### src/design/conv_pad_pkg.sv
/*
 * Shared widths and types of the horizontal padding output stage.
 * KW_BITS = 3 covers odd kernel widths up to 7. Widen it for larger kernels.
 * Frames hold at most 2**COL_BITS - 1 columns and 2**CIN_BITS - 1 channel beats.
 */
package conv_pad_pkg;

    localparam int KW_BITS  = 3;           // odd kernel width, 1..7
    localparam int COL_BITS = 7;           // column count and column index
    localparam int CIN_BITS = 6;           // input channel beats per column
    localparam int CLR_BITS = KW_BITS + 1; // center/left/right code

    typedef logic [CLR_BITS-1:0] clr_t; // 0 center, odd left, even nonzero right

    // tag that travels with every beat of the frame
    typedef struct packed {
        logic [KW_BITS-1:0]  kernel_w;     // kernel width of the running frame
        logic                is_cols_1_k2; // beat belongs to column cols-1-kw/2
        logic                is_cin_last;  // last channel beat of the column
        logic [COL_BITS-1:0] col;          // column index
    } pad_tuser_t;

    // frame setup, sampled on an accepted start
    typedef struct packed {
        logic [KW_BITS-1:0]  kernel_w;  // must be odd
        logic [COL_BITS-1:0] cols;      // at least kernel_w
        logic [CIN_BITS-1:0] cin_count; // at least 1
    } frame_cfg_t;

    // per column side data of the pad filter result
    typedef struct packed {
        logic                valid; // one cycle strobe per finished column
        clr_t                clr;   // padding position of the column
        logic [COL_BITS-1:0] col;   // column the masks belong to
    } pf_meta_t;

    typedef enum logic {
        SEQ_IDLE,
        SEQ_RUN
    } seq_state_e;

    // width of the pad filter bundle {mask_full, mask_partial[MEMBERS-1:1], meta}
    function automatic int pf_bits(input int members);
        return 2 * members - 1 + $bits(pf_meta_t);
    endfunction

endpackage

### src/design/col_sequencer.sv
/*
 * Frame sequencer. Walks the channel beats of each column of one frame.
 * A start is taken only while idle and with aclken high.
 * A beat counts only with beat_valid and aclken high while a frame runs.
 * The tag and tvalid are combinational from the counters of the current beat.
 */
module col_sequencer
    import conv_pad_pkg::*;
#(
    parameter int MEMBERS = 8,
    parameter int DATA_W  = 16
) (
    input  logic                            aclk,
    input  logic                            arst_n,
    input  logic                            aclken,
    input  logic                            start,
    input  frame_cfg_t                      cfg,
    input  logic                            beat_valid,
    input  logic [MEMBERS-1:0][DATA_W-1:0]  prod,
    output logic                            tvalid,
    output pad_tuser_t                      tuser,
    output logic [MEMBERS-1:0][DATA_W-1:0]  prod_out
);

    seq_state_e          state;     // idle or inside a frame
    frame_cfg_t          cfg_q;     // setup of the running frame
    logic [CIN_BITS-1:0] cin_cnt;   // channel beat within the column
    logic [COL_BITS-1:0] col_cnt;   // column within the frame
    logic                cin_last;  // current beat closes its column
    logic                col_last;  // current column is the last one
    logic                beat_en;   // beat that advances the counters
    logic [COL_BITS-1:0] col_1_k2;  // column index cols-1-kw/2

    assign cin_last = cin_cnt == CIN_BITS'(cfg_q.cin_count - 1'b1);
    assign col_last = col_cnt == COL_BITS'(cfg_q.cols - 1'b1);
    assign col_1_k2 = COL_BITS'(cfg_q.cols - 1'b1 - (cfg_q.kernel_w >> 1));

    assign tvalid  = beat_valid && (state == SEQ_RUN); // enable is applied by each consumer
    assign beat_en = tvalid && aclken;

    assign tuser = '{
        kernel_w:     cfg_q.kernel_w,
        is_cols_1_k2: col_cnt == col_1_k2,
        is_cin_last:  cin_last,
        col:          col_cnt
    };

    assign prod_out = prod; // products ride on the same beat as their tag

    always_ff @(posedge aclk or negedge arst_n) begin
        if (!arst_n) begin
            state   <= SEQ_IDLE;
            cfg_q   <= '0;
            cin_cnt <= '0;
            col_cnt <= '0;
        end else if (aclken) begin
            if (state == SEQ_IDLE) begin
                if (start) begin
                    state   <= SEQ_RUN; // counters were left at zero by the last frame
                    cfg_q   <= cfg;
                    cin_cnt <= '0;
                    col_cnt <= '0;
                end
            end else if (beat_en) begin
                if (!cin_last) begin
                    cin_cnt <= cin_cnt + 1'b1;
                end else begin
                    cin_cnt <= '0;
                    if (col_last) begin
                        col_cnt <= '0;
                        state   <= SEQ_IDLE; // idle in the cycle after the last beat
                    end else begin
                        col_cnt <= col_cnt + 1'b1;
                    end
                end
            end
        end
    end

    // an accepted start must bring an odd width, a nonempty column and cols >= width
    assert property (@(posedge aclk) disable iff (!arst_n)
        (aclken && start && state == SEQ_IDLE) |->
            (cfg.kernel_w[0] && cfg.cin_count != '0 && cfg.cols >= COL_BITS'(cfg.kernel_w)));

endmodule

### src/design/conv_pad_top.sv
/*
 * Output stage with horizontal zero padding for same-size convolution.
 * No back-pressure, beat_valid is a plain strobe qualified by aclken.
 * out_valid for a column rises two cycles after its last enabled channel beat.
 */
module conv_pad_top
    import conv_pad_pkg::*;
#(
    parameter int KERNEL_W_MAX = 7,
    parameter int MEMBERS      = 8,
    parameter int DATA_W       = 16,
    parameter int SUM_W        = 24
) (
    input  logic                           aclk,
    input  logic                           arst_n,
    input  logic                           aclken,
    input  logic                           start,
    input  frame_cfg_t                     cfg,
    input  logic                           beat_valid,
    input  logic [MEMBERS-1:0][DATA_W-1:0] prod,
    output logic                           out_valid,
    output logic [MEMBERS-1:0]             out_full,
    output logic [MEMBERS-1:0]             out_partial,
    output logic [MEMBERS-1:0][SUM_W-1:0]  out_sum,
    output clr_t                           out_clr,
    output logic [COL_BITS-1:0]            out_col
);

    logic                           seq_tvalid; // tagged beat inside a frame
    pad_tuser_t                     seq_tuser;
    logic [MEMBERS-1:0][DATA_W-1:0] seq_prod;
    logic [pf_bits(MEMBERS)-1:0]    pf_out;     // masks, clr and column of a column
    logic [MEMBERS-1:0][SUM_W-1:0]  sums;
    logic                           sum_valid;

    col_sequencer #(.MEMBERS(MEMBERS), .DATA_W(DATA_W)) u_seq (
        .aclk, .arst_n, .aclken, .start, .cfg, .beat_valid, .prod,
        .tvalid(seq_tvalid), .tuser(seq_tuser), .prod_out(seq_prod)
    );

    pad_filter #(.KERNEL_W_MAX(KERNEL_W_MAX), .MEMBERS(MEMBERS)) u_pad (
        .aclk, .arst_n, .aclken,
        .tvalid(seq_tvalid), .tuser(seq_tuser), .pf_out
    );

    partial_sum_pipe #(.MEMBERS(MEMBERS), .DATA_W(DATA_W), .SUM_W(SUM_W)) u_psum (
        .aclk, .arst_n, .aclken,
        .tvalid(seq_tvalid), .tuser(seq_tuser), .prod(seq_prod), .sums, .sum_valid
    );

    pad_mask_gate #(.MEMBERS(MEMBERS), .SUM_W(SUM_W)) u_gate (
        .aclk, .arst_n, .aclken, .pf_out, .sums, .sum_valid,
        .out_valid, .out_full, .out_partial, .out_sum, .out_clr, .out_col
    );

endmodule

### src/design/pad_filter.sv
/*
 * Horizontal padding masks for same-size convolution.
 * Any odd kernel width up to KERNEL_W_MAX, selectable per frame.
 * Mask tables exist for every odd width, the frame width picks one.
 * All members share one tag, so one pair of column chains serves them all.
 * Results appear on pf_out one cycle after the last channel beat of a column.
 */
module pad_filter
    import conv_pad_pkg::*;
#(
    parameter int KERNEL_W_MAX = 7,
    parameter int MEMBERS      = 8
) (
    input  logic                        aclk,
    input  logic                        arst_n,
    input  logic                        aclken,
    input  logic                        tvalid,
    input  pad_tuser_t                  tuser,
    output logic [pf_bits(MEMBERS)-1:0] pf_out
);

    localparam int KW2_MAX = KERNEL_W_MAX / 2; // 7 gives 3

    logic [KW_BITS-2:0]  kw2;         // kw/2 of the frame
    logic                col_en;      // last channel beat, enabled
    logic                last_col;    // current column is cols-1
    logic [KW2_MAX:0]    end_cur;     // bit k high on column cols-1-kw2+k
    logic [KW2_MAX:1]    col_end_q;   // earlier is_cols_1_k2 flags, shifted
    logic [KW2_MAX:1]    col_start_q; // bit k high on column k-1
    logic [KW2_MAX:1]    start_zone;  // bit k high on the first k columns
    logic [KW2_MAX:0]    full_lut [MEMBERS];
    logic [KW2_MAX:0]    part_lut [MEMBERS-1:1];
    logic [MEMBERS-1:0]  full_d;
    logic [MEMBERS-1:1]  part_d;
    clr_t                clr_d;

    logic [MEMBERS-1:0]  full_q;
    logic [MEMBERS-1:1]  part_q;
    logic                pf_valid_q;
    clr_t                clr_q;
    logic [COL_BITS-1:0] col_q;

    assign kw2      = tuser.kernel_w[KW_BITS-1:1];
    assign col_en   = aclken && tvalid && tuser.is_cin_last;
    assign end_cur  = {col_end_q, tuser.is_cols_1_k2};
    assign last_col = end_cur[kw2]; // kw = 1 flags cols-1 directly

    // chains step once per column and restart at the last column of a frame
    always_ff @(posedge aclk or negedge arst_n) begin
        if (!arst_n) begin
            col_end_q   <= '0;
            col_start_q <= KW2_MAX'(1); // first column of the first frame
        end else if (col_en) begin
            if (last_col) begin
                col_end_q   <= '0;
                col_start_q <= KW2_MAX'(1);
            end else begin
                col_end_q   <= end_cur[KW2_MAX-1:0];
                col_start_q <= col_start_q << 1;
            end
        end
    end

    for (genvar k = 1; k <= KW2_MAX; k++) begin : g_zone
        assign start_zone[k] = |col_start_q[k:1]; // column below k
    end

    for (genvar m = 0; m < MEMBERS; m++) begin : g_member
        assign full_lut[m][0] = 1'b1; // kw = 1 passes every member
        for (genvar k = 1; k <= KW2_MAX; k++) begin : g_full
            localparam int KW = 2 * k + 1;
            localparam int J  = m % KW;            // tap of this member
            localparam int U  = (MEMBERS / KW) * KW; // members of whole windows
            // full sums from the center, plus formed sums at the last column
            assign full_lut[m][k] = ((J == KW - 1) && !start_zone[k]) ||
                                    (last_col && (J >= k) && (m < U));
        end
        assign full_d[m] = full_lut[m][kw2];
    end

    for (genvar m = 1; m < MEMBERS; m++) begin : g_part_member
        assign part_lut[m][0] = 1'b0; // kw = 1 has no partial sums
        for (genvar k = 1; k <= KW2_MAX; k++) begin : g_part
            localparam int KW = 2 * k + 1;
            localparam int J  = m % KW;
            localparam int U  = (MEMBERS / KW) * KW;
            localparam int LO = (J > 1) ? J : 1;
            if (LO <= k) begin : g_tri
                // blocked from column cols-1-kw2+max(j,1) on
                assign part_lut[m][k] = (m < U) && !(|end_cur[k:LO]);
            end else begin : g_open
                assign part_lut[m][k] = (m < U);
            end
        end
        assign part_d[m] = part_lut[m][kw2];
    end

    always_comb begin
        clr_d = '0; // center unless a chain bit says otherwise
        for (int k = 1; k <= KW2_MAX; k++) begin
            if (k <= kw2 && col_start_q[k]) begin
                clr_d = CLR_BITS'(2 * k - 1);         // left column k-1
            end
            if (k <= kw2 && end_cur[k]) begin
                clr_d = CLR_BITS'(2 * (kw2 - k) + 2); // right, kw2-k from the edge
            end
        end
    end

    always_ff @(posedge aclk or negedge arst_n) begin
        if (!arst_n) begin
            pf_valid_q <= 1'b0;
        end else if (aclken) begin
            pf_valid_q <= tvalid && tuser.is_cin_last;
        end
    end

    always_ff @(posedge aclk) begin
        if (col_en) begin
            full_q <= full_d;
            part_q <= part_d;
            clr_q  <= clr_d;
            col_q  <= tuser.col;
        end
    end

    assign pf_out = {full_q, part_q, pf_meta_t'{valid: pf_valid_q, clr: clr_q, col: col_q}};

    // the lookup only knows odd widths up to the synthesized maximum
    assert property (@(posedge aclk) disable iff (!arst_n)
        tvalid |-> (tuser.kernel_w[0] && tuser.kernel_w <= KERNEL_W_MAX));

endmodule

### src/design/pad_mask_gate.sv
/*
 * Joins pad filter masks with the column sums of the same column.
 * A member passes its sum when its full or partial mask is set, else it reads zero.
 * Both inputs must arrive on the same cycle, there is no alignment buffer.
 */
module pad_mask_gate
    import conv_pad_pkg::*;
#(
    parameter int MEMBERS = 8,
    parameter int SUM_W   = 24
) (
    input  logic                          aclk,
    input  logic                          arst_n,
    input  logic                          aclken,
    input  logic [pf_bits(MEMBERS)-1:0]   pf_out,
    input  logic [MEMBERS-1:0][SUM_W-1:0] sums,
    input  logic                          sum_valid,
    output logic                          out_valid,
    output logic [MEMBERS-1:0]            out_full,
    output logic [MEMBERS-1:0]            out_partial,
    output logic [MEMBERS-1:0][SUM_W-1:0] out_sum,
    output clr_t                          out_clr,
    output logic [COL_BITS-1:0]           out_col
);

    logic [MEMBERS-1:0] pf_full;
    logic [MEMBERS-1:1] pf_partial;
    pf_meta_t           pf_meta;
    logic [MEMBERS-1:0] keep;   // member contributes to the output column
    logic               col_en; // both halves of a column present, enabled

    assign {pf_full, pf_partial, pf_meta} = pf_out;
    assign keep   = pf_full | {pf_partial, 1'b0}; // member 0 has no partial mask
    assign col_en = aclken && pf_meta.valid && sum_valid;

    always_ff @(posedge aclk or negedge arst_n) begin
        if (!arst_n) begin
            out_valid <= 1'b0;
        end else if (aclken) begin
            out_valid <= pf_meta.valid && sum_valid; // holds with the enable low
        end
    end

    always_ff @(posedge aclk) begin
        if (col_en) begin
            out_full    <= pf_full;
            out_partial <= {pf_partial, 1'b0};
            out_clr     <= pf_meta.clr;
            out_col     <= pf_meta.col;
            for (int m = 0; m < MEMBERS; m++) begin
                out_sum[m] <= keep[m] ? sums[m] : '0;
            end
        end
    end

    // both paths have one register stage after the last channel beat
    assert property (@(posedge aclk) disable iff (!arst_n)
        pf_meta.valid == sum_valid);

endmodule

### src/design/partial_sum_pipe.sv
/*
 * Per-member channel accumulators.
 * Products are signed, sums are sign extended to SUM_W without saturation.
 * A column sum leaves one cycle after the last channel beat of its column.
 */
module partial_sum_pipe
    import conv_pad_pkg::*;
#(
    parameter int MEMBERS = 8,
    parameter int DATA_W  = 16,
    parameter int SUM_W   = 24
) (
    input  logic                           aclk,
    input  logic                           arst_n,
    input  logic                           aclken,
    input  logic                           tvalid,
    input  pad_tuser_t                     tuser,
    input  logic [MEMBERS-1:0][DATA_W-1:0] prod,
    output logic [MEMBERS-1:0][SUM_W-1:0]  sums,
    output logic                           sum_valid
);

    logic signed [SUM_W-1:0] acc      [MEMBERS]; // running sum of the open column
    logic signed [SUM_W-1:0] acc_next [MEMBERS]; // sum including this beat
    logic                    beat_en;

    assign beat_en = aclken && tvalid;

    for (genvar m = 0; m < MEMBERS; m++) begin : g_add
        assign acc_next[m] = acc[m] + SUM_W'($signed(prod[m])); // sign extend first
    end

    always_ff @(posedge aclk or negedge arst_n) begin
        if (!arst_n) begin
            sum_valid <= 1'b0;
            for (int m = 0; m < MEMBERS; m++) begin
                acc[m] <= '0;
            end
        end else if (aclken) begin
            sum_valid <= tvalid && tuser.is_cin_last;
            for (int m = 0; m < MEMBERS; m++) begin
                if (beat_en) begin
                    acc[m] <= tuser.is_cin_last ? '0 : acc_next[m]; // next column starts clean
                end
            end
        end
    end

    always_ff @(posedge aclk) begin
        if (beat_en && tuser.is_cin_last) begin
            for (int m = 0; m < MEMBERS; m++) begin
                sums[m] <= acc_next[m];
            end
        end
    end

endmodule

### config.mk
export PLATFORM = sky130hd
export DESIGN_NAME = conv_pad_top
export DESIGN_NICKNAME = d
export VERILOG_FILES = /design/src/design/conv_pad_pkg.sv /design/src/design/col_sequencer.sv /design/src/design/conv_pad_top.sv /design/src/design/pad_filter.sv /design/src/design/pad_mask_gate.sv /design/src/design/partial_sum_pipe.sv
export SDC_FILE = /design/constraint.sdc
export NUM_CORES = 1
export LEC_CHECK = 0
export BUFFER_PORTS_ARGS = -buffer_cell sky130_fd_sc_hd__clkbuf_2
export CORE_MARGIN = 3
export CORE_UTILIZATION = 45
export DETAILED_ROUTE_END_ITERATION = 8
export HOLD_SLACK_MARGIN = 0.03
export PLACE_DENSITY = 0.65
export REMOVE_ABC_BUFFERS = 1
export SLEW_MARGIN = 10
export SYNTH_ARGS = -nofsm -noshare
export SYNTH_HDL_FRONTEND = slang
export SYNTH_SLANG_ARGS = --single-unit
### constraint.sdc
create_clock -name aclk -period 16.5 [get_ports aclk]
set_clock_uncertainty 0.05 [all_clocks]
set_input_delay 2.475 -clock aclk [delete_from_list [all_inputs] [get_ports aclk]]
set_output_delay 2.475 -clock aclk [all_outputs]
set_load 0.05 [all_outputs]
* Word-level counts from Yosys, hierarchy flattened
Index checks and enable logic that the tools add are counted.
Word-level totals: input bits 149, register bits after elaboration 666, output and inout bits 220
Operators by class: muxes and demuxes 60, $lt $le $gt $ge 4, equal/unequal tests 5, add/subtract/negate cells 19, reductions and logical operators 34, bitwise logic cells 2
Operators with widths (count):
- $add 24x16->24 | 8
- $mux 24 | 8
- $mux 7 | 5
- $bmux 1 s2 | 15
- $mux 6 | 4
- $mux 1 | 21
- $mux 4 | 5
- $eq 7x7->1 | 2
- $add 4x3->4 const B | 3
- $logic_and 1x1->1 | 12
- $logic_not 1->1 | 9
- $or 8x8->8 | 1
- $add 7x1->7 const B | 1
- $sub 7x1->7 const B | 1
- $sub 7x2->7 | 1
- $add 6x1->6 const B | 1
- $eq 6x6->1 | 1
- $mux 3 | 2
- $reduce_and 3->1 | 2
- $reduce_or 2->1 | 3
- $reduce_or 3->1 | 2
- $sub 2x2->3 const B | 2
- $sub 6x1->6 const B | 1
- $le 2x2->1 const A | 2
- 10 further kinds | 12

* Depth between registers and ports, before layout
Gate-level depths: netlist of the first run.
word-level depth 8, depth in mapped cells 12

* Hierarchy
Synthesis of the first run repeated with hierarchy kept, for this count alone.
Unflattened totals: cell total of the unflattened synthesis 2905, area total of the unflattened synthesis 34235.3 um^2
Modules (own cells, without submodules):
- partial_sum_pipe | sequential area each 10595.2 um^2, instances 1, area each 21877.2 um^2, cells each 1998
- pad_mask_gate | sequential area each 6571.3 um^2, instances 1, area each 8047.7 um^2, cells each 439
- col_sequencer | sequential area each 750.7 um^2, instances 1, area each 2934.1 um^2, cells each 359
- pad_filter | sequential area each 897.1 um^2, instances 1, area each 1376.3 um^2, cells each 109

* Worst setup path before layout of the first run
Ideal clock, no wire load.
path type input port to flip-flop, start point input aclken, end point register u_gate.out_clr[0] (enable), buffers on the path 1, path slack 8.256 ns, arrival 7.591 ns, stages 2, data required time 15.848 ns, path through clkbuf_1 > and2_1
On the way: longest elaborated chain between the ends 2
Ends and longest elaborated chain:
- start, declared | RTL line conv_pad_top.sv:16 | input logic aclken,
- $logic_and 1x1->1 (2 in series) | RTL line pad_mask_gate.sv:34 | assign col_en = aclken && pf_meta.valid && sum_valid;
- net u_gate.col_en | RTL line pad_mask_gate.sv:30 | logic col_en;
- end signal, assigned | RTL line pad_mask_gate.sv:48 | out_clr <= pf_meta.clr;
- end, declared | RTL line pad_mask_gate.sv:22 | output clr_t out_clr,
The timed path passes the listed nets, and every way through them passes these cells. A chain may end at the register's enable or synchronous reset.

* Final worst setup path of the first run
start point register u_seq.cfg_q[0] (netlist name), end point register u_psum.sums[167] (netlist name) (enable)
On the way: longest elaborated chain between the ends 3
Ends and longest elaborated chain:
- start, declared | RTL line col_sequencer.sv:26 | frame_cfg_t cfg_q;
- start signal, assigned | RTL line col_sequencer.sv:60 | cfg_q <= cfg;
- $sub 6x1->6 | RTL line col_sequencer.sv:34 | assign cin_last = cin_cnt == CIN_BITS'(cfg_q.cin_count - 1'b1);
- $eq 6x6->1 | RTL line col_sequencer.sv:34
- $logic_and 1x1->1
- net u_pad.col_en | RTL line pad_filter.sv:25 | logic col_en;
- end signal, assigned by index | RTL line partial_sum_pipe.sv:52 | sums[m] <= acc_next[m];
- end, declared | RTL line partial_sum_pipe.sv:19 | output logic [MEMBERS-1:0][SUM_W-1:0] sums,
The timed path passes the listed nets, and every way through them passes these cells.

==> results of run 1 <==
[worst reg2reg max path: stages, from the launching register on]
cell	delay, ns
dfrtp_1	0.43
inv_1	0.08
ha_1	0.20
nand2b_1	0.15
a21oi_1	0.07
a311oi_1	0.41
o211a_4	0.81
nand2_2	0.38
inv_8	0.58
buf_4	0.83
buf_4	0.86
[path summary, 6_finish.rpt]
| check | start | to | cells after the start |
|---|---|---|---|
| min | u_pad.col_q[4] | u_gate.out_col[4] | 0 |
| max | u_seq.cfg_q[0] | u_psum.sums[167] | 10 |
| min reg2reg | u_pad.col_q[4] | u_gate.out_col[4] | 0 |
| max reg2reg | u_seq.cfg_q[0] | u_psum.sums[167] | 10 |
| min in group asynchronous | arst_n | u_psum.acc[127] | 1 |
| max in group asynchronous | arst_n | u_psum.acc[14] | 2 |
[state kept, by name, indices dropped and copies added, names as in the netlist, 2 cells and up]
signal              count
u_gate.out_clr          4
u_gate.out_full         7
u_seq.col_cnt           7
u_gate.out_partial      6
u_gate.out_col          7
u_psum.sums           192
u_seq.cfg_q            13
u_pad.clr_q             4
u_pad.col_q             7
u_pad.col_start_q       3
u_psum.acc            192
u_pad.col_end_q         3
u_gate.out_sum        192
u_pad.full_q            7
u_seq.tuser             2
u_seq.cin_cnt           6
u_pad.part_q            6
[cells by family after synthesis]
| kind of cell | Yosys count |
|---|---|
| flops | 661 |
| compound gates | 726 |
| buf+inv | 186 |
| xor+xnor | 191 |
| fa+ha+maj | 204 |
| other cells | 1 |
| simple gates | 790 |
| mux | 25 |
[through the flow]
stage	util (%)	hold WS, ns
finish	53.4	0.366
global route	53.4	0.378
CTS	53.3	0.370
detailed placement	49.8	0.357
global placement	49.8	0.356
floorplan	-	0.350
[layout make-up]
| class | instances | area, µm² |
|---|---|---|
| antenna | 3 | 7.51 |
| sequential | 661 | 18700 |
| inverter | 90 | 345 |
| clock buffer | 95 | 2020 |
| tap | 950 | 1190 |
| fill | 6126 | 33700 |
| multi-input combinational | 1938 | 13700 |
| clock inverter | 43 | 538 |
| timing repair buffer | 383 | 2000 |
[power breakdown]
group	total, mW	switching (mW)	internal, mW
clock network	1.72	0.682	1.03
registers	2.38	0.183	2.20
logic	2.55	1.46	1.08
[cell usage after synthesis (6+ instances only)]
cell,n,area share [%]
a211oi_1,34,0.77
a21o_1,61,1.4
a21oi_1,158,2.4
a221oi_1,7,0.19
a22o_1,125,3.3
a311oi_1,6,0.16
a31o_1,7,0.19
a31oi_1,12,0.23
a41oi_1,8,0.21
and2_1,74,1.4
and3_1,22,0.42
and4_1,9,0.24
buf_1,7,0.079
buf_2,8,0.12
clkbuf_1,75,0.85
dfrtp_1,228,17
edfxtp_1,432,39
fa_1,9,0.54
ha_1,195,7.4
inv_1,90,1.0
mux2_2,17,0.58
mux2i_1,7,0.21
nand2_1,199,2.3
nand2b_1,28,0.53
nand3_1,54,0.82
nand3b_1,11,0.25
nand4_1,16,0.30
nor2_1,119,1.3
nor2b_1,169,3.2
nor3_1,42,0.63
o211ai_1,21,0.48
o21a_1,30,0.68
o21ai_0,111,1.7
o21ai_1,29,0.44
o21bai_1,29,0.66
o22ai_1,10,0.19
o31a_1,7,0.19
o31ai_1,18,0.41
o41ai_1,9,0.24
or2_2,9,0.17
or3_1,10,0.19
xnor2_1,135,3.6
xor2_1,54,1.4
[routing by layer]
layer  vias to the layer above  track usage, %
li1                      11100               -
met5                         -               0
met1                     11500            26.6
met4                         0            7.88
met2                       679            35.5
met3                       156            3.17
==> impl_results.md, run 1 <==
* Status: finished, final reports clean
* Synth Area in Simple Gates at between 10% and 20%
* CTS root buf: clkbuf_16
* Least-Margin Pin Slew at 1.22 ns
* Max frequency at 189 MHz
* Max Used Layer: met4
* Crit path max fanout at 85
* Critical Path AT at 5.46 ns
* Minimum clock period at 5.29 ns
* Io pins at 369
* Adder-cell share of the synthesized area at 7.91%
* Wirelength per Cell at 19.4 µm
* Post-synth EDFFs at about 430
* Crit path max-delay family: buffers and inverters
* Area grow syn2layout at 16.3%
* Mean Syn Cell Area at approximately 12 µm²
* Commonest non-fill, non-tap cells in the layout: 432 x edfxtp_1, 364 x clkbuf_2, 228 x dfrtp_1, 198 x nand2_1, 195 x ha_1
* Antenna violations before repair at 4
* Post-route ant nets at 0
* Routed WL at ~81,000 µm
* Yosys warnings at 0
* R2R Setup Slk at 11.21 ns
* Slowest CP cell: buf_4
* Max-cap violations at 0
* Largest net degree at the start of global routing at 168
* Met2 wire length at 39,800 µm
* Pre-antenna DRT Iters at 5
* RSZ-0062 raised after global routing: false
* PortBufs at 365
* Final hold violations at 0
* Placed Cells at 4,022
* LEAKAGE at 15.9 nW
* Synth unique cells at 86
* Post-DP HPWL at 54,600 µm
* Peak supply drop at approximately 80 µV
* PnR worst setup slack at 11.21 ns
* Core area at 0.0722 mm²
* # DRC at 0
* Asr flop ratio synth at roughly a third
* Initial Util at roughly 46%
* Die height at 277 µm
* Via count at 23,400
* Post-cts sizing count at 0
* CTS Sinks at 661
* Worst skew pair latency at 0.61 ns
* Metal3 WL at between 4000 and 5000 µm
* Most common cell after layout, fill and taps aside: edfxtp_1
* Final GP Congestion at 0.881
* Most frequent cell on the critical path: buf_4
* Setup TNS at 0 ns
* # setup viols final at 0
* Sequential area share after synthesis at 56.5%
* Mapped Area at 0.0331 mm²
* CTS tree: done
* Wl on met1 at roughly 34,000 µm
* GRT Resource Usage Total at 20.8%
* Post-route clock period utilization at ~32%
* Power after layout at 6.64 mW
* Worst Hold Class: flip-flop to flip-flop
* Crit path launch type: flip-flop
* Ys flop type: edfxtp_1
* Worst path cell trace: inv_1, ha_1, nand2b_1, a21oi_1, a311oi_1, o211a_4, nand2_2, inv_8, buf_4, buf_4
* Setup Crit Path Kind: flip-flop to flip-flop
* Final #Nets at 3,501
* Post-synthesis compound-gate area fraction at 15.0%
* Setup repair bufs after CTS at 0
* Share of cells above drive strength 1 at between 10% and 20%
* Pins Over Slew Limit at 0
* CTS Buf Count at 74
* Grt ovf at 0
* Post-synthesis mux area share at 0.835%
* CTS Hold Bufs at 0
* Vias in the first global route at 24,000
* Crit end category: flip-flop
* XOR/XNOR Fraction of Synth Area at 5.13%
* Overall die width at 277 µm
* Critical path's largest stage delay at 0.84 ns
* Placed Area at 0.0360 mm²
* Site Rows at 98
* Clock Path Buffers at 3
* Setup Slack @ Placement at 10.56 ns
* CTS H-tree lvls at 3
* Worst Path Buf+Inv at 4
* DIE AREA at 0.0769 mm²
* Post-synthesis cell count at 2,784
* Slew HR at 18.9%
* Via density per instance at about 5.6
* Final Non-Filler Cells at 4,163
* Pwr Density at between 150 and 200 mW/mm²
* Global-route wire length before repair at 129,000 µm
* Worst-path clk slew at 0.05 ns
* DR iter-0 viols at 1,483
* Required time of the critical path at around 17 ns
* Largest family of logic cells by synthesized area: compound AO/OA/AOI/OAI gates
* Yosys reg bits at 661
* Final instance area at 0.0385 mm²
Power figures use the tool's default switching activity.
==> inputs of run 2 (changes only) <==
--- a/config.mk
+++ b/config.mk
@@ -5,6 +5,7 @@
 export SDC_FILE = /design/constraint.sdc
 export NUM_CORES = 1
 export LEC_CHECK = 0
+export ABC_AREA = 1
 export BUFFER_PORTS_ARGS = -buffer_cell sky130_fd_sc_hd__clkbuf_2
 export CORE_MARGIN = 3
 export CORE_UTILIZATION = 45
==> constraint.sdc (replaced) <==
create_clock -name aclk -period 5 [get_ports aclk]
set_clock_uncertainty 0.05 [all_clocks]
set_input_delay 0.75 -clock aclk [delete_from_list [all_inputs] [get_ports aclk]]
set_output_delay 0.75 -clock aclk [all_outputs]
set_load 0.05 [all_outputs]
==> run 2 against run 1 <==
  * Via count grew 7.4%
  * Register-to-register slack worse by 9.8 ns
  * Die area is 2.6% higher
  * Setup slack worse by 9.8 ns
  * Clock-buffer cell count rose by 6
  * Cell area increased by 2.6%
  * Critical path depth is 4 lower
==> impl_results.md, run 2 <==
* Status: finished, final reports clean (unchanged)
* Routed WL at 82,400 µm (was 80,700 µm)
* Minimum clock period at 3.59 ns (was 5.29 ns)
* Commonest non-fill, non-tap cells in the layout: 702 x nand2_1, 565 x inv_1, 432 x edfxtp_1, 364 x clkbuf_2, 312 x nor2_1 (was 432 x edfxtp_1, 364 x clkbuf_2, 228 x dfrtp_1, 198 x nand2_1, 195 x ha_1)
* Core area at 0.0747 mm² (was 0.0722 mm²)
* Worst path cell trace: nand3_4, inv_2, nand2_4, inv_4, buf_4, a22o_1 (was inv_1, ha_1, nand2b_1, a21oi_1, a311oi_1, o211a_4, nand2_2, inv_8, buf_4, buf_4)
* Metal3 WL at 4520 µm (was 4240 µm)
* Wirelength per Cell at 16.6 µm (was 19.4 µm)
* Crit path max fanout at 41 (was 85)
* Hold Worst Slack at 0.174 ns (was 0.366 ns)
* Critical Path AT at 4.08 ns (was 5.46 ns)
* Biggest regs: u_gate.out_sum (192), u_psum.acc (192), u_psum.sums (192) (unchanged)
* Final hold violations at 0 (unchanged)
* R2R Setup Slk at 1.41 ns (was 11.21 ns)
* Post-route clock period utilization at 71.8% (was 32.1%)
* Overall die width at 281 µm (was 277 µm)
* Post-cts sizing count at 0 (unchanged)
* Worst setup startpoint: u_seq.state (was u_seq.cfg_q[0])
* Setup repair bufs after CTS at 0 (unchanged)
* Post-synthesis compound-gate area fraction at 9.69% (was 15.0%)
* Pwr Density at 552 mW/mm² (was 172 mW/mm²)
* Synth unique cells at 47 (was 86)
* Post-synth EDFFs at 432 (unchanged)
* Finished Core Util at 52.9% (was 53.4%)
* CTS H-tree lvls at 3 (unchanged)
* Global-route wire length before repair at 131,000 µm (was 129,000 µm)
* Crit end category: flip-flop (unchanged)
* Largest area contributor in the netlist: edfxtp_1 (unchanged)
* Least-Margin Pin Slew at 1.16 ns (was 1.22 ns)
* Setup Crit Path Kind: flip-flop to flip-flop (unchanged)
* Post-route ant nets at 0 (unchanged)
* Worst Hold Class: input pin to async pin (was flip-flop to flip-flop)
* Pins Over Slew Limit at 0 (unchanged)
* LEAKAGE at 18.7 nW (was 15.9 nW)
* Mean Syn Cell Area at 9.61 µm² (was 11.9 µm²)
* Asr flop ratio synth at 34.6% (unchanged)
* DIE AREA at 0.0789 mm² (was 0.0769 mm²)
* Met2 wire length at 39,200 µm (was 39,800 µm)
* Critical path depth in cells at 6 (was 10)
* Ys flop type: edfxtp_1 (unchanged)
* R2R depth at 6 (was 10)
* Wl on met1 at 36,100 µm (was 34,100 µm)
* Top cells by area, synth: edfxtp_1 38%, dfrtp_1 17%, nand2_1 7.8% (was edfxtp_1 39%, dfrtp_1 17%, ha_1 7.4%)
* Reg2reg end: u_psum.acc[144] (was u_psum.sums[167])
* Via count at 25,100 (was 23,400)
* Required time of the critical path at 5.49 ns (was 16.67 ns)
* Sequential area share after synthesis at 55.0% (was 56.5%)
* CTS Hold Bufs at 0 (unchanged)
* Crit path launch type: flip-flop (unchanged)
* Largest net degree at the start of global routing at 111 (was 168)
* Mapped Area at 0.0340 mm² (was 0.0331 mm²)
* GRT Resource Usage Total at 20.9% (was 20.8%)
* Slowest CP cell: inv_2 (was buf_4)
* Adder-cell share of the synthesized area at 7.71% (was 7.91%)
* DR iter-0 viols at 1,323 (was 1,483)
* CTS Sinks at 661 (unchanged)
* Top cells by count, synth: 702 x nand2_1, 566 x inv_1, 432 x edfxtp_1 (was 432 x edfxtp_1, 228 x dfrtp_1, 199 x nand2_1)
* Post-DP HPWL at 58,900 µm (was 54,600 µm)
* # DRC at 0 (unchanged)
* Clock Path Buffers at 3 (unchanged)
* Yosys top cell area share at 38.2% (was 39.2%)
* CP endpoint: u_psum.acc[144] (was u_psum.sums[167])
* Power after layout at 21.8 mW (was 6.64 mW)
* Initial Util at 45.5% (was 45.9%)
* Vias in the first global route at 25,300 (was 24,000)
* Die height at 281 µm (was 277 µm)
* # fillers at 6,791 (was 6,126)
* Yosys reg bits at 661 (unchanged)
* Top-count cell post-synth: nand2_1 (was edfxtp_1)
* Most common cell after layout, fill and taps aside: nand2_1 (was edfxtp_1)
* Crit path max-delay family: buffers and inverters (unchanged)
* Worst-path clk slew at 0.06 ns (was 0.05 ns)
* Synth Area in Simple Gates at 15.0% (was 12.5%)
* Worst Path Buf+Inv at 3 (was 4)
* Post-synthesis cell count at 3,536 (was 2,784)
* Worst skew pair latency at 0.61 ns (about the same)
* Setup TNS at 0 ns (unchanged)
* # setup viols final at 0 (unchanged)
* R2R Path Start: u_seq.state (was u_seq.cfg_q[0])
* XOR/XNOR Fraction of Synth Area at 5.23% (was 5.13%)
* Grt ovf at 0 (unchanged)
* CTS root buf: clkbuf_16 (unchanged)
* RSZ-0062 raised after global routing: false (unchanged)
* Share of cells above drive strength 1 at 13.4% (was 17.2%)
* Slew HR at 22.5% (was 18.9%)
* Post-synthesis mux area share at 0.0994% (was 0.835%)
* Placed Area at 0.0370 mm² (was 0.0360 mm²)
* Max-cap violations at 0 (unchanged)
* Via density per instance at 5.06 (was 5.61)
* Final GP Congestion at 0.927 (was 0.881)
* Final instance area at 0.0395 mm² (was 0.0385 mm²)
* Peak supply drop at 400 µV (was 80.6 µV)
* Max Used Layer: met5 (was met4)
* CTS tree: done (unchanged)
* Area grow syn2layout at 16.3% (about the same)
* Io pins at 369 (unchanged)
* Pre-antenna DRT Iters at 5 (unchanged)
* Site Rows at 100 (was 98)
* Final #Nets at 4,284 (was 3,501)
* PortBufs at 365 (unchanged)
* Critical path's largest stage delay at 0.68 ns (was 0.84 ns)
* Largest family of logic cells by synthesized area: simple AND/OR/NAND/NOR gates (was compound AO/OA/AOI/OAI gates)
* Max frequency at 278 MHz (was 189 MHz)
* Yosys warnings at 0 (unchanged)
* Antenna violations before repair at 4 (unchanged)
* CTS Buf Count at 74 (unchanged)
-- run 2: changes by cell type after synthesis, sizes merged, moves of 75 or more --
cell | before | now
nor2 | 119 | 318
a22o | 125 | 32
nand2 | 200 | 705
nor2b | 169 | 0
o21ai | 141 | 226
xnor2 | 137 | 40
and2 | 75 | 0
xor2 | 54 | 163
inv | 90 | 570
-- run 2: through the flow --
stage,setup slack [ns],cells
after floorplan,-5.92,3469
after global placement,1.16,4824
after CTS,1.33,4962
final,1.41,4963
after global routing,1.17,4963
after detailed placement,1.05,4824
-- run 2: how the worst min path moves through the flow --
stage,from,endpoint
after global placement,u_pad.col_q[1],u_gate.out_col[1]
after global routing,arst_n,u_psum.acc[190]
after detailed placement,u_pad.clr_q[2],u_gate.out_clr[2]
after floorplan,u_pad.clr_q[0],u_gate.out_clr[0]
after CTS,arst_n,u_psum.acc[190]
final,arst_n,u_psum.acc[190]
-- run 2: final cells by class --
type / count / area [µm²] / area share [%]
sequential: 661 / 18700 / 47.3
multi-input combinational: 2236 / 12900 / 32.5
inverter: 572 / 2160 / 5.47
timing repair buffer: 386 / 2090 / 5.30
clock buffer: 101 / 2070 / 5.22
tap: 969 / 1210 / 3.07
clock inverter: 37 / 429 / 1.09
antenna: 1 / 2.50 / 0.00633
-- run 2: report_power, final --
part           leakage, nW  total [mW]  internal, mW  switching (mW)
Combinational         10.7        8.45          3.04            5.41
Sequential            6.73        7.80          7.24           0.555
Clock                 1.20        5.56          3.29            2.27
Total                 18.7        21.8          13.6            8.24
-- run 2: cell families after synthesis --
group,after synthesis
DFF,661
muxes,3
other,1
AOI/OAI and AO/OA,570
adders and majority gates,204
and+or+nand+nor,1254
xor gates and xnor gates,203
buffers and inverters,640
-- run 2: metal layers --
metal  global-route usage, %  vias to the layer above
met5                       0                        -
met4                    7.21                        6
met3                    4.31                      151
met2                    35.5                      527
met1                    26.7                    11900
li1                        -                    12500
-- run 2: worst register-to-register path, delay by kind of cell, from the launching register on --
kind | cells | cell delay, ns
buffers and inverters | 3 | 1.73
AND/OR/NAND/NOR | 2 | 0.97
flip-flops | 1 | 0.57
AO/OA/AOI/OAI | 1 | 0.20
==> inputs of run 3 (changes only) <==
--- a/config.mk
+++ b/config.mk
@@ -5,7 +5,7 @@
 export SDC_FILE = /design/constraint.sdc
 export NUM_CORES = 1
 export LEC_CHECK = 0
-export ABC_AREA = 1
+export ABC_AREA = 0
 export BUFFER_PORTS_ARGS = -buffer_cell sky130_fd_sc_hd__clkbuf_2
 export CORE_MARGIN = 3
 export CORE_UTILIZATION = 45
==> constraint.sdc (replaced) <==
create_clock -name aclk -period 3.6 [get_ports aclk]
set_clock_uncertainty 0.05 [all_clocks]
set_input_delay 0.54 -clock aclk [delete_from_list [all_inputs] [get_ports aclk]]
set_output_delay 0.54 -clock aclk [all_outputs]
set_load 0.05 [all_outputs]
==> run 3 against run 2 <==
  * Die area is 2.5% lower
  * Combinational power up 40%
  * Hold slack lost 0.057 ns
  * Sequential power up 40%
  * Sequential cell count stayed put
  * Via count down 6.7%
  * Routed wire length shrank 1.1%
  * Clock-buffer cell count fell by 5
  * Highest routed layer is now met4
  * Global-route usage about the same
==> impl_results.md, run 3 (same netlist as run 1, synthesis figures left out) <==
* Worst Hold Class: input pin to flip-flop (was input pin to async pin)
* Setup Crit Path Kind: flip-flop to flip-flop (unchanged)
* Routed WL at 81,500 µm (was 82,400 µm)
* Site Rows at 98 (was 100)
* DR iter-0 viols at 1,492 (was 1,323)
* Final GP Congestion at 0.892 (was 0.927)
* Wirelength per Cell at 19.5 µm (was 16.6 µm)
* Max frequency at 326 MHz (was 278 MHz)
* Pwr Density at 780 mW/mm² (was 552 mW/mm²)
* Via count at 23,400 (was 25,100)
* Sw frac at 35.4% (was 37.8%)
* LEAKAGE at 15.9 nW (was 18.7 nW)
* Setup repair bufs after CTS at 0 (unchanged)
* Final #Nets at 3,515 (was 4,284)
* Via density per instance at 5.61 (was 5.06)
* Met2 wire length at 40,200 µm (was 39,200 µm)
* CTS tree: done (unchanged)
* Pre-antenna DRT Iters at 6 (was 5)
* Vias in the first global route at 23,700 (was 25,300)
* Biggest regs: u_gate.out_sum (192), u_psum.acc (192), u_psum.sums (192) (unchanged)
* Clock Path Buffers at 3 (unchanged)
* Most common cell after layout, fill and taps aside: edfxtp_1 (was nand2_1)
* R2R depth at 11 (was 6)
* Hold Path Cell Cnt at 2
* Critical Path AT at 3.37 ns (was 4.08 ns)
* Die height at 277 µm (was 281 µm)
* Reg power frac at 36.1% (was 35.8%)
* Minimum clock period at 3.06 ns (was 3.59 ns)
* Required time of the critical path at 3.90 ns (was 5.49 ns)
* Pins Over Slew Limit at 0 (unchanged)
* Core area at 0.0722 mm² (was 0.0747 mm²)
* CTS Buf Count at 74 (unchanged)
* Hold Worst Slack at 0.117 ns (was 0.174 ns)
* # setup viols final at 0 (unchanged)
* Status: finished, final reports clean (unchanged)
* P_sw at 10.7 mW (was 8.24 mW)
* Power after layout at 30.1 mW (was 21.8 mW)
* PnR worst setup slack at 0.536 ns (was 1.41 ns)
* Worst-path clk slew at 0.06 ns (about the same)
* CTS root buf: clkbuf_16 (unchanged)
* Worst skew pair latency at 0.62 ns (was 0.61 ns)
* Post-route clock period utilization at 85.1% (was 71.8%)
* Final hold violations at 0 (unchanged)
* Commonest non-fill, non-tap cells in the layout: 432 x edfxtp_1, 364 x clkbuf_2, 228 x dfrtp_1, 198 x nand2_1, 195 x ha_1 (was 702 x nand2_1, 565 x inv_1, 432 x edfxtp_1, 364 x clkbuf_2, 312 x nor2_1)
* Post-DP HPWL at 55,700 µm (was 58,900 µm)
* Largest net degree at the start of global routing at 137 (was 111)
* Overall die width at 277 µm (was 281 µm)
* Metal3 WL at 4200 µm (was 4520 µm)
* PortBufs at 365 (unchanged)
* GRT Resource Usage Total at 20.9% (about the same)
* Setup Slack @ Placement at 0.329 ns (was 1.05 ns)
* Initial Util at 45.9% (was 45.5%)
* Share of cells above drive strength 1 at 17.4% (was 13.4%)
* Crit path launch type: flip-flop (unchanged)
* Crit end category: flip-flop (unchanged)
* Clk pwr share at 24.9% (was 25.5%)
* Antenna violations before repair at 4 (unchanged)
* # DRC at 0 (unchanged)
* Crit path max fanout at 4 (was 41)
* Peak supply drop at 447 µV (was 400 µV)
* Io pins at 369 (unchanged)
* Max-cap violations at 0 (unchanged)
* Global-route wire length before repair at 129,000 µm (was 131,000 µm)
* Post-route ant nets at 0 (unchanged)
* Max Used Layer: met4 (was met5)
* Wl on met1 at 34,600 µm (was 36,100 µm)
* CTS Sinks at 661 (unchanged)
* Comb power frac at 39.0% (was 38.8%)
* RSZ-0062 raised after global routing: false (unchanged)
* DIE AREA at 0.0769 mm² (was 0.0789 mm²)
* Least-Margin Pin Slew at 1.01 ns (was 1.16 ns)
* Area grow syn2layout at 16.6% (was 16.3%)
* Internal power at 19.5 mW (was 13.6 mW)
* Slew HR at 32.5% (was 22.5%)
* CTS H-tree lvls at 3 (unchanged)
* Grt ovf at 0 (unchanged)
[run 3: cell count changes in the layout (fill, tap and decap cells not counted), moves of 96 or more]
cell	previous run	this run
xor2_1	163	54
nand2_1	702	198
nor2b_1	0	169
inv_1	565	89
o21ai_0	207	111
nor2_1	312	115
[run 3: layout make-up]
type                            instances  area (µm²)
Clock inverter                         40         368
Multi-Input combinational cell       1938       13700
Fill cell                            6105       33600
Tap cell                              950        1190
Antenna cell                            3        7.51
Timing Repair Buffer                  397        2230
Inverter                               90         345
Sequential cell                       661       18700
Clock buffer                           96        2060
[run 3: routing by layer]
layer | GRT usage, % | vias up
met5 | 0 | -
met4 | 7.88 | 0
met3 | 3.12 | 143
met2 | 35.7 | 670
met1 | 26.9 | 11500
li1 | - | 11100
[run 3: final timing paths]
kind | startpoint | slack [ns] | end
setup reg to reg | u_psum.acc[72] | 0.54 | u_psum.sums[118]
setup / recovery | u_psum.acc[72] | 0.54 | u_psum.sums[118]
max in group asynchronous | arst_n | 2.15 | u_pad.col_start_q[1]
hold / removal | cfg[15] | 0.12 | u_seq.tuser[11]
min in group asynchronous | arst_n | 0.43 | u_psum.acc[131]
hold reg to reg | u_pad.col_q[2] | 0.37 | u_gate.out_col[2]
[run 3: repair_timing]
action | in CTS | in global routing
hold buffers | 1 | 0
hold endpoints to repair | 56 | 0
resized for setup | 0 | 0
[run 3: power groups by stage]
stage          clock network (mW)  registers (mW)  logic (mW)
2_1_floorplan                   0            11.0        8.93
3_3_place_gp                    0            11.0        11.1
3_5_place_dp                    0            11.0        11.5
4_1_cts                      7.69            10.9        11.6
5_1_grt                      8.03            11.0        13.0
6_report                     7.50            10.9        11.8
[run 3: worst max-delay path, stage by stage (launching register included)]
cell	delay (ns)
dfrtp_1	0.35
ha_1	0.22
inv_1	0.07
fa_1	0.41
nor2b_1	0.23
o2111ai_1	0.15
and3_1	0.24
nor4_1	0.42
or4_4	0.23
a31oi_1	0.10
o21a_1	0.21
xnor2_1	0.13
[run 3: through the flow]
| step | std cells | instance area (µm²) | util (%) | setup TNS (ns) |
|---|---|---|---|---|
| final | 4175 | 38600 | 53.5 | 0 |
| after global placement | 4035 | 36200 | 50.1 | 0 |
| after floorplan | 2689 | 32700 | - | -2286.60 |
| after global routing | 4173 | 38600 | 53.5 | 0 |
| after CTS | 4172 | 38600 | 53.5 | 0 |
| after detailed placement | 4035 | 36200 | 50.1 | 0 |
